File: config.mk
export PLATFORM = sky130hd
export DESIGN_NAME = asi_tx
export DESIGN_NICKNAME = d
export VERILOG_FILES = /design/src/hw/asi_pkg.sv /design/src/hw/asi_byte_fifo.sv /design/src/hw/asi_char_scheduler.sv /design/src/hw/enc_8b10b.sv /design/src/hw/ser_10b1b.sv /design/src/hw/asi_tx.sv
export VERILOG_INCLUDE_DIRS = /design/src /design/src/hw
export SDC_FILE = /design/constraint.sdc
export NUM_CORES = 1
export LEC_CHECK = 0
export ABC_CLOCK_PERIOD_IN_PS = 10200
export BUFFER_PORTS_ARGS = -buffer_cell sky130_fd_sc_hd__buf_2
export CORE_MARGIN = 1.5
export CORE_UTILIZATION = 40
export CTS_BUF_LIST = sky130_fd_sc_hd__clkbuf_16
export DETAILED_ROUTE_END_ITERATION = 8
export SLEW_MARGIN = 25
export SYNTH_ARGS = -nofsm -noshare
export SYNTH_HDL_FRONTEND = slang
export SYNTH_HIERARCHICAL = 1
export SYNTH_SLANG_ARGS = --single-unit
File: constraint.sdc
create_clock -name clk -period 10.2 [get_ports clk]
set_input_delay 0.51 -clock clk [delete_from_list [all_inputs] [get_ports clk]]
set_output_delay 0.51 -clock clk [all_outputs]
set_load 0.02 [all_outputs]
File: src/hw/asi_macros.svh
`ifndef ASI_MACROS_SVH
`define ASI_MACROS_SVH

// Bits per 8b10b line symbol
// Also clk cycles per character slot
`define ASI_SYM_BITS 10

// Byte FIFO size, depth a power of two
`define ASI_FIFO_DEPTH 16
`define ASI_FIFO_AW 4

// K28.5 comma byte, sent with K flag set
`define ASI_COMMA 8'hBC

`endif

File: src/hw/asi_pkg.sv
`include "asi_macros.svh"

package asi_pkg;

	////////////////////////////////////////////////////////////////////
	// Data path widths
	////////////////////////////////////////////////////////////////////

	// Transport stream byte
	typedef logic [7:0] ts_byte_t;

	// Character before encoding
	// Bit 8 is the K flag, bits 7:0 the byte
	typedef logic [8:0] asi_char_t;

	// Encoded symbol, bit 0 goes out first
	typedef logic [9:0] asi_sym_t;

	// FIFO pointer with wrap bit on top
	typedef logic [`ASI_FIFO_AW:0] fifo_ptr_t;

	////////////////////////////////////////////////////////////////////
	// Scheduler
	////////////////////////////////////////////////////////////////////

	// What the current slot carries
	typedef enum logic {
		SCHED_COMMA,
		SCHED_DATA
	} sched_state_t;

endpackage

File: src/hw/asi_byte_fifo.sv
`include "asi_macros.svh"

module asi_byte_fifo (
	input  logic               clk,
	input  logic               rst_n,
	input  logic               wr_en,
	input  asi_pkg::ts_byte_t  wr_data,
	input  logic               pop,
	output asi_pkg::ts_byte_t  rd_data,
	output logic               empty,
	output logic               full,
	output logic               overflow
);

	localparam int AW = `ASI_FIFO_AW;

	// Byte storage
	asi_pkg::ts_byte_t mem [`ASI_FIFO_DEPTH];

	// Extended pointers, top bit flips on each wrap
	asi_pkg::fifo_ptr_t wr_ptr;
	asi_pkg::fifo_ptr_t rd_ptr;

	logic wr_ok;
	logic rd_ok;

	// Same address, same lap means nothing stored
	assign empty = (wr_ptr == rd_ptr);
	// Same address, different lap means every entry in use
	assign full = (wr_ptr[AW] != rd_ptr[AW]) && (wr_ptr[AW-1:0] == rd_ptr[AW-1:0]);

	// Pop ignored on empty
	assign rd_ok = pop && !empty;
	// Full FIFO still takes a write when a pop frees a slot on the same edge
	assign wr_ok = wr_en && (!full || rd_ok);

	// Show-ahead, head byte always on rd_data
	assign rd_data = mem[rd_ptr[AW-1:0]];

	always_ff @(posedge clk) begin
		if (!rst_n) begin
			wr_ptr   <= '0;
			rd_ptr   <= '0;
			overflow <= 1'b0;
		end else begin
			if (wr_ok) begin
				wr_ptr <= wr_ptr + 1'b1;
			end
			if (rd_ok) begin
				rd_ptr <= rd_ptr + 1'b1;
			end
			// Dropped byte, sticky until reset
			if (wr_en && !wr_ok) begin
				overflow <= 1'b1;
			end
		end
	end

	always_ff @(posedge clk) begin
		if (wr_ok) begin
			mem[wr_ptr[AW-1:0]] <= wr_data;
		end
	end

endmodule

File: src/hw/asi_char_scheduler.sv
`include "asi_macros.svh"

module asi_char_scheduler (
	input  logic               clk,
	input  logic               rst_n,
	input  logic               empty,
	input  asi_pkg::ts_byte_t  rd_data,
	output logic               pop,
	output asi_pkg::asi_char_t char_out,
	output logic               char_ce
);

	localparam int CNT_W = $clog2(`ASI_SYM_BITS);
	localparam logic [CNT_W-1:0] CNT_LAST = CNT_W'(`ASI_SYM_BITS - 1);

	logic [CNT_W-1:0]       slot_cnt;
	logic                   slot_ce;
	asi_pkg::sched_state_t  state;
	asi_pkg::ts_byte_t      data_q;

	////////////////////////////////////////////////////////////////////
	// Slot timing
	////////////////////////////////////////////////////////////////////

	// Counter starts from zero in reset
	// So the first slot enable lands nine cycles after reset release
	assign slot_ce = (slot_cnt == CNT_LAST);

	// Take the head byte only when one is there
	assign pop = slot_ce && !empty;

	always_ff @(posedge clk) begin
		if (!rst_n) begin
			slot_cnt <= '0;
			state    <= asi_pkg::SCHED_COMMA;
			char_ce  <= 1'b0;
		end else begin
			if (slot_ce) begin
				slot_cnt <= '0;
			end else begin
				slot_cnt <= slot_cnt + 1'b1;
			end
			char_ce <= slot_ce;
			// Record what this slot carries
			if (slot_ce) begin
				if (empty) begin
					state <= asi_pkg::SCHED_COMMA;
				end else begin
					state <= asi_pkg::SCHED_DATA;
				end
			end
		end
	end

	// Payload capture
	always_ff @(posedge clk) begin
		if (pop) begin
			data_q <= rd_data;
		end
	end

	// Idle slots send K28.5
	assign char_out = (state == asi_pkg::SCHED_DATA) ? {1'b0, data_q} : {1'b1, `ASI_COMMA};

endmodule

File: src/hw/enc_8b10b.sv
module enc_8b10b (
	input  logic               clk,
	input  logic               rst_n,
	input  asi_pkg::asi_char_t char_in,
	input  logic               char_ce,
	output asi_pkg::asi_sym_t  sym,
	output logic               sym_ce
);

	////////////////////////////////////////////////////////////////////
	// Code tables, RD- column
	////////////////////////////////////////////////////////////////////

	// abcdei, a in the MSB
	function automatic logic [5:0] enc6_neg(input logic [4:0] x);
		case (x)
			5'd0:  enc6_neg = 6'b100111;
			5'd1:  enc6_neg = 6'b011101;
			5'd2:  enc6_neg = 6'b101101;
			5'd3:  enc6_neg = 6'b110001;
			5'd4:  enc6_neg = 6'b110101;
			5'd5:  enc6_neg = 6'b101001;
			5'd6:  enc6_neg = 6'b011001;
			5'd7:  enc6_neg = 6'b111000;
			5'd8:  enc6_neg = 6'b111001;
			5'd9:  enc6_neg = 6'b100101;
			5'd10: enc6_neg = 6'b010101;
			5'd11: enc6_neg = 6'b110100;
			5'd12: enc6_neg = 6'b001101;
			5'd13: enc6_neg = 6'b101100;
			5'd14: enc6_neg = 6'b011100;
			5'd15: enc6_neg = 6'b010111;
			5'd16: enc6_neg = 6'b011011;
			5'd17: enc6_neg = 6'b100011;
			5'd18: enc6_neg = 6'b010011;
			5'd19: enc6_neg = 6'b110010;
			5'd20: enc6_neg = 6'b001011;
			5'd21: enc6_neg = 6'b101010;
			5'd22: enc6_neg = 6'b011010;
			5'd23: enc6_neg = 6'b111010;
			5'd24: enc6_neg = 6'b110011;
			5'd25: enc6_neg = 6'b100110;
			5'd26: enc6_neg = 6'b010110;
			5'd27: enc6_neg = 6'b110110;
			5'd28: enc6_neg = 6'b001110;
			5'd29: enc6_neg = 6'b101110;
			5'd30: enc6_neg = 6'b011110;
			default: enc6_neg = 6'b101011;
		endcase
	endfunction

	// fghj, f in the MSB; alt picks A7 over P7
	function automatic logic [3:0] enc4_neg(input logic [2:0] y, input logic alt);
		case (y)
			3'd0:    enc4_neg = 4'b1011;
			3'd1:    enc4_neg = 4'b1001;
			3'd2:    enc4_neg = 4'b0101;
			3'd3:    enc4_neg = 4'b1100;
			3'd4:    enc4_neg = 4'b1101;
			3'd5:    enc4_neg = 4'b1010;
			3'd6:    enc4_neg = 4'b0110;
			default: enc4_neg = alt ? 4'b0111 : 4'b1110;
		endcase
	endfunction

	////////////////////////////////////////////////////////////////////
	// Encoding
	////////////////////////////////////////////////////////////////////

	logic [4:0] x;
	logic [2:0] y;
	logic [5:0] code6;
	logic [3:0] code4;
	logic       unbal6;
	logic       unbal4;
	logic       alt7;
	// Running disparity, high means RD+
	logic       rd_pos;
	logic       rd_mid;
	logic       rd_next;

	assign x = char_in[4:0];
	assign y = char_in[7:5];

	always_comb begin
		// 5b/6b sub-block
		code6  = enc6_neg(x);
		unbal6 = ($countones(code6) != 3);
		// D.07 is balanced but still flips under RD+
		if (rd_pos && (unbal6 || x == 5'd7)) begin
			code6 = ~code6;
		end
		rd_mid = unbal6 ? ~rd_pos : rd_pos;

		// A7 avoids a run of five in e i f g h
		alt7 = (!rd_mid && (x == 5'd17 || x == 5'd18 || x == 5'd20)) ||
			(rd_mid && (x == 5'd11 || x == 5'd13 || x == 5'd14));

		// 3b/4b sub-block
		code4  = enc4_neg(y, alt7);
		unbal4 = ($countones(code4) != 2);
		// D.x.3 same story as D.07
		if (rd_mid && (unbal4 || y == 3'd3)) begin
			code4 = ~code4;
		end
		rd_next = unbal4 ? ~rd_mid : rd_mid;

		// Only control character is K28.5, always flips RD
		if (char_in[8]) begin
			code6   = rd_pos ? 6'b110000 : 6'b001111;
			code4   = rd_pos ? 4'b0101 : 4'b1010;
			rd_next = ~rd_pos;
		end
	end

	// Bit a lands in sym[0], j in sym[9]
	always_ff @(posedge clk) begin
		if (char_ce) begin
			sym <= {code4[0], code4[1], code4[2], code4[3],
				code6[0], code6[1], code6[2], code6[3], code6[4], code6[5]};
		end
	end

	always_ff @(posedge clk) begin
		if (!rst_n) begin
			rd_pos <= 1'b0;
			sym_ce <= 1'b0;
		end else begin
			sym_ce <= char_ce;
			if (char_ce) begin
				rd_pos <= rd_next;
			end
		end
	end

endmodule

File: src/hw/ser_10b1b.sv
module ser_10b1b (
	input  logic              clk,
	input  logic              rst_n,
	input  asi_pkg::asi_sym_t sym,
	input  logic              sym_ce,
	output logic              asi_p,
	output logic              asi_n,
	output logic              frame_start
);

	// Bit on the line is always sr[0]
	asi_pkg::asi_sym_t sr;

	always_ff @(posedge clk) begin
		if (!rst_n) begin
			// Line idles low until the first symbol
			sr          <= '0;
			frame_start <= 1'b0;
		end else begin
			if (sym_ce) begin
				sr <= sym;
			end else begin
				// LSB first, zero fill behind
				sr <= {1'b0, sr[9:1]};
			end
			// Marks the cycle carrying bit 0
			frame_start <= sym_ce;
		end
	end

	// Differential pair
	assign asi_p = sr[0];
	assign asi_n = ~sr[0];

endmodule

File: src/hw/asi_tx.sv
module asi_tx (
	input  logic              clk,
	input  logic              rst_n,
	input  logic              ts_valid,
	input  asi_pkg::ts_byte_t ts_data,
	output logic              asi_p,
	output logic              asi_n,
	output logic              frame_start,
	output logic              overflow
);

	// FIFO to scheduler
	asi_pkg::ts_byte_t  fifo_rd_data;
	logic               fifo_empty;
	logic               fifo_pop;

	// Scheduler to encoder
	asi_pkg::asi_char_t char_q;
	logic               char_ce;

	// Encoder to serializer
	asi_pkg::asi_sym_t  sym;
	logic               sym_ce;

	////////////////////////////////////////////////////////////////////
	// Byte buffer, no back-pressure to the source
	////////////////////////////////////////////////////////////////////

	asi_byte_fifo fifo_i (
		.clk      (clk),
		.rst_n    (rst_n),
		.wr_en    (ts_valid),
		.wr_data  (ts_data),
		.pop      (fifo_pop),
		.rd_data  (fifo_rd_data),
		.empty    (fifo_empty),
		.full     (),
		.overflow (overflow)
	);

	// Data or comma once per slot
	asi_char_scheduler sched_i (
		.clk      (clk),
		.rst_n    (rst_n),
		.empty    (fifo_empty),
		.rd_data  (fifo_rd_data),
		.pop      (fifo_pop),
		.char_out (char_q),
		.char_ce  (char_ce)
	);

	enc_8b10b enc_i (
		.clk     (clk),
		.rst_n   (rst_n),
		.char_in (char_q),
		.char_ce (char_ce),
		.sym     (sym),
		.sym_ce  (sym_ce)
	);

	ser_10b1b ser_i (
		.clk         (clk),
		.rst_n       (rst_n),
		.sym         (sym),
		.sym_ce      (sym_ce),
		.asi_p       (asi_p),
		.asi_n       (asi_n),
		.frame_start (frame_start)
	);

endmodule

==> results.toml, run 1 <==
[route]
dr_total_vias = 4032
wire_per_inst_microns = 18.3
avgViaCountPerCell = 5.20
drt_iter0_markers = 275
routed_wl_mm = 14.2
drc = 0
dr.pass1.iters = 4
ant_nets = 0

[place]
routabilityCongestion = 0.784
hpwlAfterDp_mm = 9.26
io_buffers = 14

[timing]
period_share_pct = 68.9
hold_slack_ps = 468
hold_violations = 0
rsz0062_at_grt = "false"
slew_headroom_pct = 35.8
tns_ps = 0
finalSetupViolCount = 0
period_minus_slack_ps = 7030
fmax_mhz = 142
skew_ps = 14.4
tightest_slew_ps = 961
slew_viol_final = 0

[cts]
htree_levels = 4
cts_setup_buffers = 0
clkSlewWorstSetupHoldPaths_ps = 70
cts.sinks = 180
clkLatencyLatePin_ps = 420
clk_path_buf_depth = 2
cts-root-buf = "clkbuf_16"
post_cts_resized = 0
numCtsBuffers = 17
cts_tree = "yes"
hold_buffers = 0

[worst_setup_path]
crit_path_start = "sched_i/state"
r2r_start = "sched_i/state"
worstPathRequired_ps = 10350
worstSetupPathType = "flip-flop to flip-flop"
startpoint_type = "flip-flop"
critPathArrivalTime_ps = 7180
cp-end-kind = "flip-flop"
crit_path_max_fanout = 10

[floorplan]
core-area_sq_um = 19700
dieArea_sq_um = 21100
die_w_microns = 145
dieHeight_microns = 145
initial_utilization_pct = 41.1
top_level_ports = 15
fp-row-count = 51

[grt]
grt_max_degree = 35
grt_antenna_before_repair = 0
grt_pass1_wl_mm = 22.3
gr-total-overflow = 0
grt_usage_pct = 14.0
grt_pass1_vias = 4085

[layout]
antenna_cells = 0
area_growth_pct = 9.88
drive_gt1_share_pct = 16.1
fin_nets = 530

[flow_run]
drv_cap = 0

[logic_synthesis]
mappedNetlistNets = 519
avgSynthCellArea_sq_um = 16.6
yosysWarnings = 6
syn_area_sq_um = 8080
netlist_instances = 486

[worst_hold_path]
holdCritStartpoint = "ts_data[5]"
hold_class = "input port to flip-flop"

[run_status]
run_status = "completed"

[power_and_ir_drop]
p_leak_nw = 2.99
ir_drop_uv = 138
power_density_nw_per_um2 = 163
-- critical path: stages (launching register included) --
cell	delay (ps)
dfxtp_1	470
and2_1	300
inv_1	150
ha_1	250
inv_1	110
o21ai_0	90
mux4_2	540
fa_1	490
inv_1	50
fa_1	490
inv_1	40
ha_1	170
inv_1	80
fa_1	390
nand3b_1	290
xor2_1	270
mux2i_1	390
o21ai_0	150
fa_1	440
ha_1	210
ha_1	280
nor3b_1	390
o21a_1	220
nand2b_1	240
xor2_1	160
o21ai_0	80
-- final cells by class --
cell class                      count  area (sq um)
Fill cell                        1757         10800
Sequential cell                   180          5070
Multi-Input combinational cell    267          2790
Clock buffer                       17           425
Tap cell                          265           332
Clock inverter                     15           124
Timing Repair Buffer               16          85.1
Inverter                           15          56.3
-- state kept, by name (all words and copies together) (netlist names), named ones only --
signal	count
enc_i/sym	10
fifo_i/wr_ptr	5
ser_i/frame_start	1
fifo_i/overflow	1
enc_i/sym_ce	1
ser_i/sr	10
sched_i/char_ce	1
sched_i/slot_cnt	4
fifo_i/rd_ptr	5
sched_i/state	1
fifo_i/mem	128
enc_i/rd_pos	1
sched_i/data_q	8
-- per-stage QoR --
step                cells  util, %  total power [W]  instance area, sq um  setup slack, ps
finish                775     45.2          0.00145                  8880             3170
global route          775     45.2          0.00149                  8880             2500
CTS                   775     45.2          0.00146                  8880             3180
detailed placement    743     42.4         0.000858                  8330             3210
global placement      743     42.4         0.000857                  8330             3370
floorplan             486        -         0.000841                  8080             3690
-- worst paths after layout --
kind	cells after the start	slack, ps	endpoint
worst max-delay path	25	3170	enc_i/sym[8]
worst max register to register	25	3170	enc_i/sym[8]
worst min-delay path	1	470	fifo_i/mem[9][5]
worst min register to register	1	470	fifo_i/overflow
-- where the power goes --
| part | internal (W) | switching (W) |
|---|---|---|
| Sequential | 0.000800 | 0.00000371 |
| Combinational | 0.0000135 | 0.0000242 |
| Clock | 0.000319 | 0.000285 |
-- layer usage --
metal  track usage (%)  routed length (microns)  share of wire (%)  up-vias
met5                 0                        0                  0        -
li1                  -                        -                  -     1909
met2              24.7                     7520                 53       56
met1              17.2                     6190                 44     2062
met3              2.83                      363                2.6        5
met4              4.90                      106               0.75        0
-- layout by cell type, fill, tap and decap left out, types with 3 or more instances in the layout --
master / instances
a211oi_1: 3
a21oi_1: 3
and2_1: 15
and3_1: 13
buf_2: 14
clkbuf_16: 17
clkinv_2: 3
dfxtp_1: 32
edfxtp_1: 146
fa_1: 4
ha_1: 18
inv_1: 16
inv_6: 4
inv_8: 3
mux2i_1: 15
mux4_1: 24
mux4_2: 17
nand2_1: 16
nand2b_1: 11
nand3_1: 4
nor2_1: 6
nor2b_1: 17
nor3_1: 3
nor3b_1: 4
o211ai_1: 4
o21a_1: 4
o21ai_0: 15
xnor2_1: 15
xor2_1: 10
(Power assumes the default switching activity.)
==> inputs of run 2 (changes only) <==
Settings changed: ABC_CLOCK_PERIOD_IN_PS 10200 to 6800.
Clock period 10.2 ns to 6.8 ns, I/O delays scaled along.
==> results.toml, run 2 (synthesis results as in run 1) <==
[grt]
gr-total-overflow = 0
grt_antenna_before_repair = 0
grt_max_degree = 35
grt_pass1_wl_mm = 23.3
grt_usage_pct = 14.6
grt_pass1_vias = 4288

[worst_setup_path]
worstPathRequired_ps = 6960
worstSetupPathType = "flip-flop to flip-flop"
critPathArrivalTime_ps = 6560
crit_path_max_fanout = 6
max_stage_delay_ps = 520
cp-end-kind = "flip-flop"
cp_top_family = "adder cells"
path_buf_inv = 4
slowest_stage = "mux4_2"
startpoint_type = "flip-flop"

[route]
drt_iter0_markers = 349
drc = 0
wire_per_inst_microns = 18.1
avgViaCountPerCell = 5.23
ant_nets = 0
dr_total_vias = 4092
routed_wl_mm = 14.1
dr.pass1.iters = 4

[cts]
clkLatencyLatePin_ps = 430
clkSlewWorstSetupHoldPaths_ps = 70
clk_path_buf_depth = 2
numCtsBuffers = 17
htree_levels = 4
cts-root-buf = "clkbuf_16"
hold_buffers = 0
cts_tree = "yes"
cts.sinks = 180

[timing]
tightest_slew_ps = 960
skew_ps = 9.76
slew_viol_final = 0
tns_ps = 0
hold_violations = 0
period_share_pct = 94.1
finalSetupViolCount = 0
slew_headroom_pct = 35.9
period_minus_slack_ps = 6400
fmax_mhz = 156
setup_slack_ps = 403
rsz0062_at_grt = "false"

[place]
hpwlAfterDp_mm = 9.30
io_buffers = 14
dpl_worst_slack_ps = 101
placed_cell_area_sq_um = 8370
routabilityCongestion = 0.768

[power_and_ir_drop]
ir_drop_uv = 175
p_leak_nw = 3.02
power_density_nw_per_um2 = 242

[layout]
final_common_cell = "edfxtp_1"
largest_register_ffs = 128
drive_gt1_share_pct = 18.4
final_area_sq_um = 8950
fin_nets = 537
antenna_cells = 0
final_cell_mix = "edfxtp_1, dfxtp_1, mux4_1"
area_growth_pct = 10.8

[floorplan]
initial_utilization_pct = 41.1
top_level_ports = 15
core-area_sq_um = 19700
dieHeight_microns = 145
die_w_microns = 145
dieArea_sq_um = 21100
fp-row-count = 51

[run_status]
run_status = "completed"

[worst_hold_path]
hold_class = "input port to flip-flop"

[flow_run]
drv_cap = 0
==> run 2: worst register-to-register path, stage by stage, from the launching register on <==
cell and delay, ps:
dfxtp_2 360, and2_2 210, inv_1 110, ha_1 220
nand2_1 90, o21ai_0 100, mux4_2 520, fa_1 490
inv_1 50, fa_1 500, inv_1 50, ha_1 170
inv_1 70, fa_1 380, nand3b_1 230, xor2_2 230
mux2i_2 300, nand2_1 80, nand2_1 110, fa_1 420
ha_1 220, ha_1 280, nor3b_2 170, o21a_1 130
nand2b_1 250, a211oi_1 260, o311ai_1 130
==> run 2: final timing paths <==
kind,cells past startpoint,slack (ps),to,start
max reg2reg,26,400,enc_i/sym[6],sched_i/state
min reg2reg,1,460,fifo_i/overflow,fifo_i/overflow
max,26,400,enc_i/sym[6],sched_i/state
min,1,280,fifo_i/mem[11][5],ts_data[5]
==> run 2: power by group <==
part / total, W / internal, W / leakage [nW] / switching [W]
logic: 0.0000566 / 0.0000206 / 1.14 / 0.0000360
registers: 0.00121 / 0.00120 / 1.61 / 0.00000574
clock network: 0.000906 / 0.000478 / 0.271 / 0.000429
==> run 2: final cells by class <==
class,instances,area [sq um]
clock inverter,15,123
timing repair buffer,23,138
sequential,180,5070
multi-input combinational,267,2810
tap,265,332
fill,1772,10700
inverter,15,56.3
clock buffer,17,425
==> run 2: repair_timing <==
item	CTS	global route
setup endpoints to repair	0	5
buffers inserted	0	1
resized for setup	0	8
==> run 2: per-stage QoR <==
stage	power [W]	utilization, %	hold WS (ps)	std cells
2_1_floorplan	0.00126	-	439	486
3_3_place_gp	0.00128	42.6	450	749
3_5_place_dp	0.00129	42.6	448	749
4_1_cts	0.00219	45.4	263	781
5_1_grt	0.00225	45.5	281	782
6_report	0.00217	45.5	282	782
==> run 2: per-layer routing <==
layer | up-vias | share of wire, % | GRT usage [%]
met3 | 21 | 2.8 | 3.68
met2 | 63 | 51 | 25.0
li1 | 1922 | - | -
met5 | - | 0 | 0
met1 | 2086 | 44 | 18.2
met4 | 0 | 1.5 | 5.00
==> inputs of run 3 (changes only) <==
Settings changed: CORE_MARGIN 1.5 to not set.
==> results.toml, run 3 (synthesis results as in run 1) <==
[run_status]
run_status = "completed"

[cts]
clk_path_buf_depth = 2
cts.sinks = 180
cts_tree = "yes"
htree_levels = 4
numCtsBuffers = 17
clkSlewWorstSetupHoldPaths_ps = 70
cts-root-buf = "clkbuf_16"
clkLatencyLatePin_ps = 420
hold_buffers = 0

[floorplan]
core-area_sq_um = 19700
top_level_ports = 15
dieArea_sq_um = 20800
initial_utilization_pct = 41.1
die_w_microns = 144
dieHeight_microns = 144
fp-row-count = 51

[route]
met1_length_mm = 6.32
wire_per_inst_microns = 18.4
drt_iter0_markers = 336
met3RoutedLength_microns = 391
routed_wl_mm = 14.4
routed-wl-met2_mm = 7.49
dr.pass1.iters = 4
dr_total_vias = 4147
avgViaCountPerCell = 5.28
ant_nets = 0
highest_layer = "met4"
drc = 0

[timing]
rsz0062_at_grt = "false"
slew_viol_final = 0
period_minus_slack_ps = 6410
tightest_slew_ps = 964
slew_headroom_pct = 35.6
fmax_mhz = 156
hold_slack_ps = 298
tns_ps = 0
setup_slack_ps = 387
period_share_pct = 94.3
skew_ps = 12.6
finalSetupViolCount = 0
hold_violations = 0

[worst_setup_path]
slowest_stage = "mux4_2"
worstSetupPathType = "flip-flop to flip-flop"
regToRegSetupSlack_ps = 390
worstPathRequired_ps = 6970
crit_top_cell = "inv_1"
crit_path_max_fanout = 6
max_stage_delay_ps = 540
crit_path_start = "sched_i/state"
cp_num_cells = 25
rr_worst_depth = 25
critPathCapture = "enc_i/sym[6]"
r2r_end = "enc_i/sym[6]"
startpoint_type = "flip-flop"
cp-end-kind = "flip-flop"
path_buf_inv = 5
critPathArrivalTime_ps = 6580
r2r_start = "sched_i/state"
cp_top_family = "adder cells"

[layout]
multiInputGateArea_sq_um = 2810
final_common_cell = "edfxtp_1"
regArea_sq_um = 5070
area_growth_pct = 11.9
final_util_pct = 46.0
final_cell_mix = "edfxtp_1, dfxtp_1, mux4_1"
drive_gt1_share_pct = 19.0
fin_nets = 540
antenna_cells = 0
largest_register_ffs = 128
fillers = 1765

[power_and_ir_drop]
p_leak_nw = 3.06
combPwrFrac_pct = 2.5
p_switching_w = 0.000503
p_int_w = 0.00175
power_density_nw_per_um2 = 249
swShare_pct = 22.3
power_w = 0.00225
power.share.sequential_pct = 53.5
p_clk_share_pct = 44.0
ir_drop_uv = 185

[place]
routabilityCongestion = 0.757
hpwlAfterDp_mm = 9.28
io_buffers = 14
dpl_worst_slack_ps = 67.2

[flow_run]
drv_cap = 0

[grt]
grt_max_degree = 35
grt_pass1_wl_mm = 22.8
gr-total-overflow = 0
grt_usage_pct = 15.1
grt_antenna_before_repair = 0
grt_pass1_vias = 4221

[worst_hold_path]
hold_class = "input port to flip-flop"
## run 3: repair_timing
| action | in CTS | in global routing |
|---|---|---|
| endpoints found under the setup margin | 0 | 5 |
| gates resized for setup | 0 | 8 |
| buffers inserted | 0 | 3 |
## run 3: stage by stage
stage               instances  area (sq um)
finish                    785          9040
global route              785          9040
CTS                       782          8990
detailed placement        750          8380
global placement          750          8370
floorplan                 486          8080
## run 3: worst min-delay path by stage
stage	slack, ps	cells after the start	from	end
global placement	450	1	fifo_i/overflow	fifo_i/overflow
global route	290	1	ts_data[2]	fifo_i/mem[0][2]
floorplan	440	0	ts_data[0]	fifo_i/mem[0][0]
finish	300	1	ts_data[2]	fifo_i/mem[0][2]
CTS	280	1	ts_data[5]	fifo_i/mem[8][5]
detailed placement	460	1	fifo_i/overflow	fifo_i/overflow
## run 3: routing by layer
layer  vias up  global-route usage (%)
met1      2134                    18.8
met2        60                    26.1
met3        17                    2.88
li1       1936                       -
met4         0                    5.87
met5         -                       0
## run 3: worst register-to-register path, cell delays in order, from the launching register on
cell      delay [ps]
dfxtp_1          400
and2_2           230
inv_1            110
ha_1             220
inv_1            110
o21ai_0          100
mux4_2           540
fa_1             490
inv_1             60
fa_1             450
inv_1             80
ha_1             140
inv_1             60
fa_1             470
nand3b_1         230
xor2_2           200
mux2i_2          300
o21ai_0          140
fa_1             470
ha_1             240
ha_1             290
nor3b_2          170
o21a_1           120
nand2b_2         250
a211oi_2         200
o311ai_1         110
## run 3: layout make-up
cell class,count,area share (%)
multi-input combinational,267,31.1
inverter,15,0.623
clock inverter,15,2.12
sequential,180,56.1
tap,265,3.67
timing repair buffer,26,1.77
clock buffer,17,4.70
## run 3: power by group through the flow
stage	clock network (W)	logic [W]	registers, W
after floorplan	0	0.0000327	0.00123
after global placement	0	0.0000548	0.00123
after detailed placement	0	0.0000570	0.00123
after CTS	0.00101	0.0000575	0.00121
after global routing	0.00105	0.0000634	0.00121
final	0.000990	0.0000570	0.00121
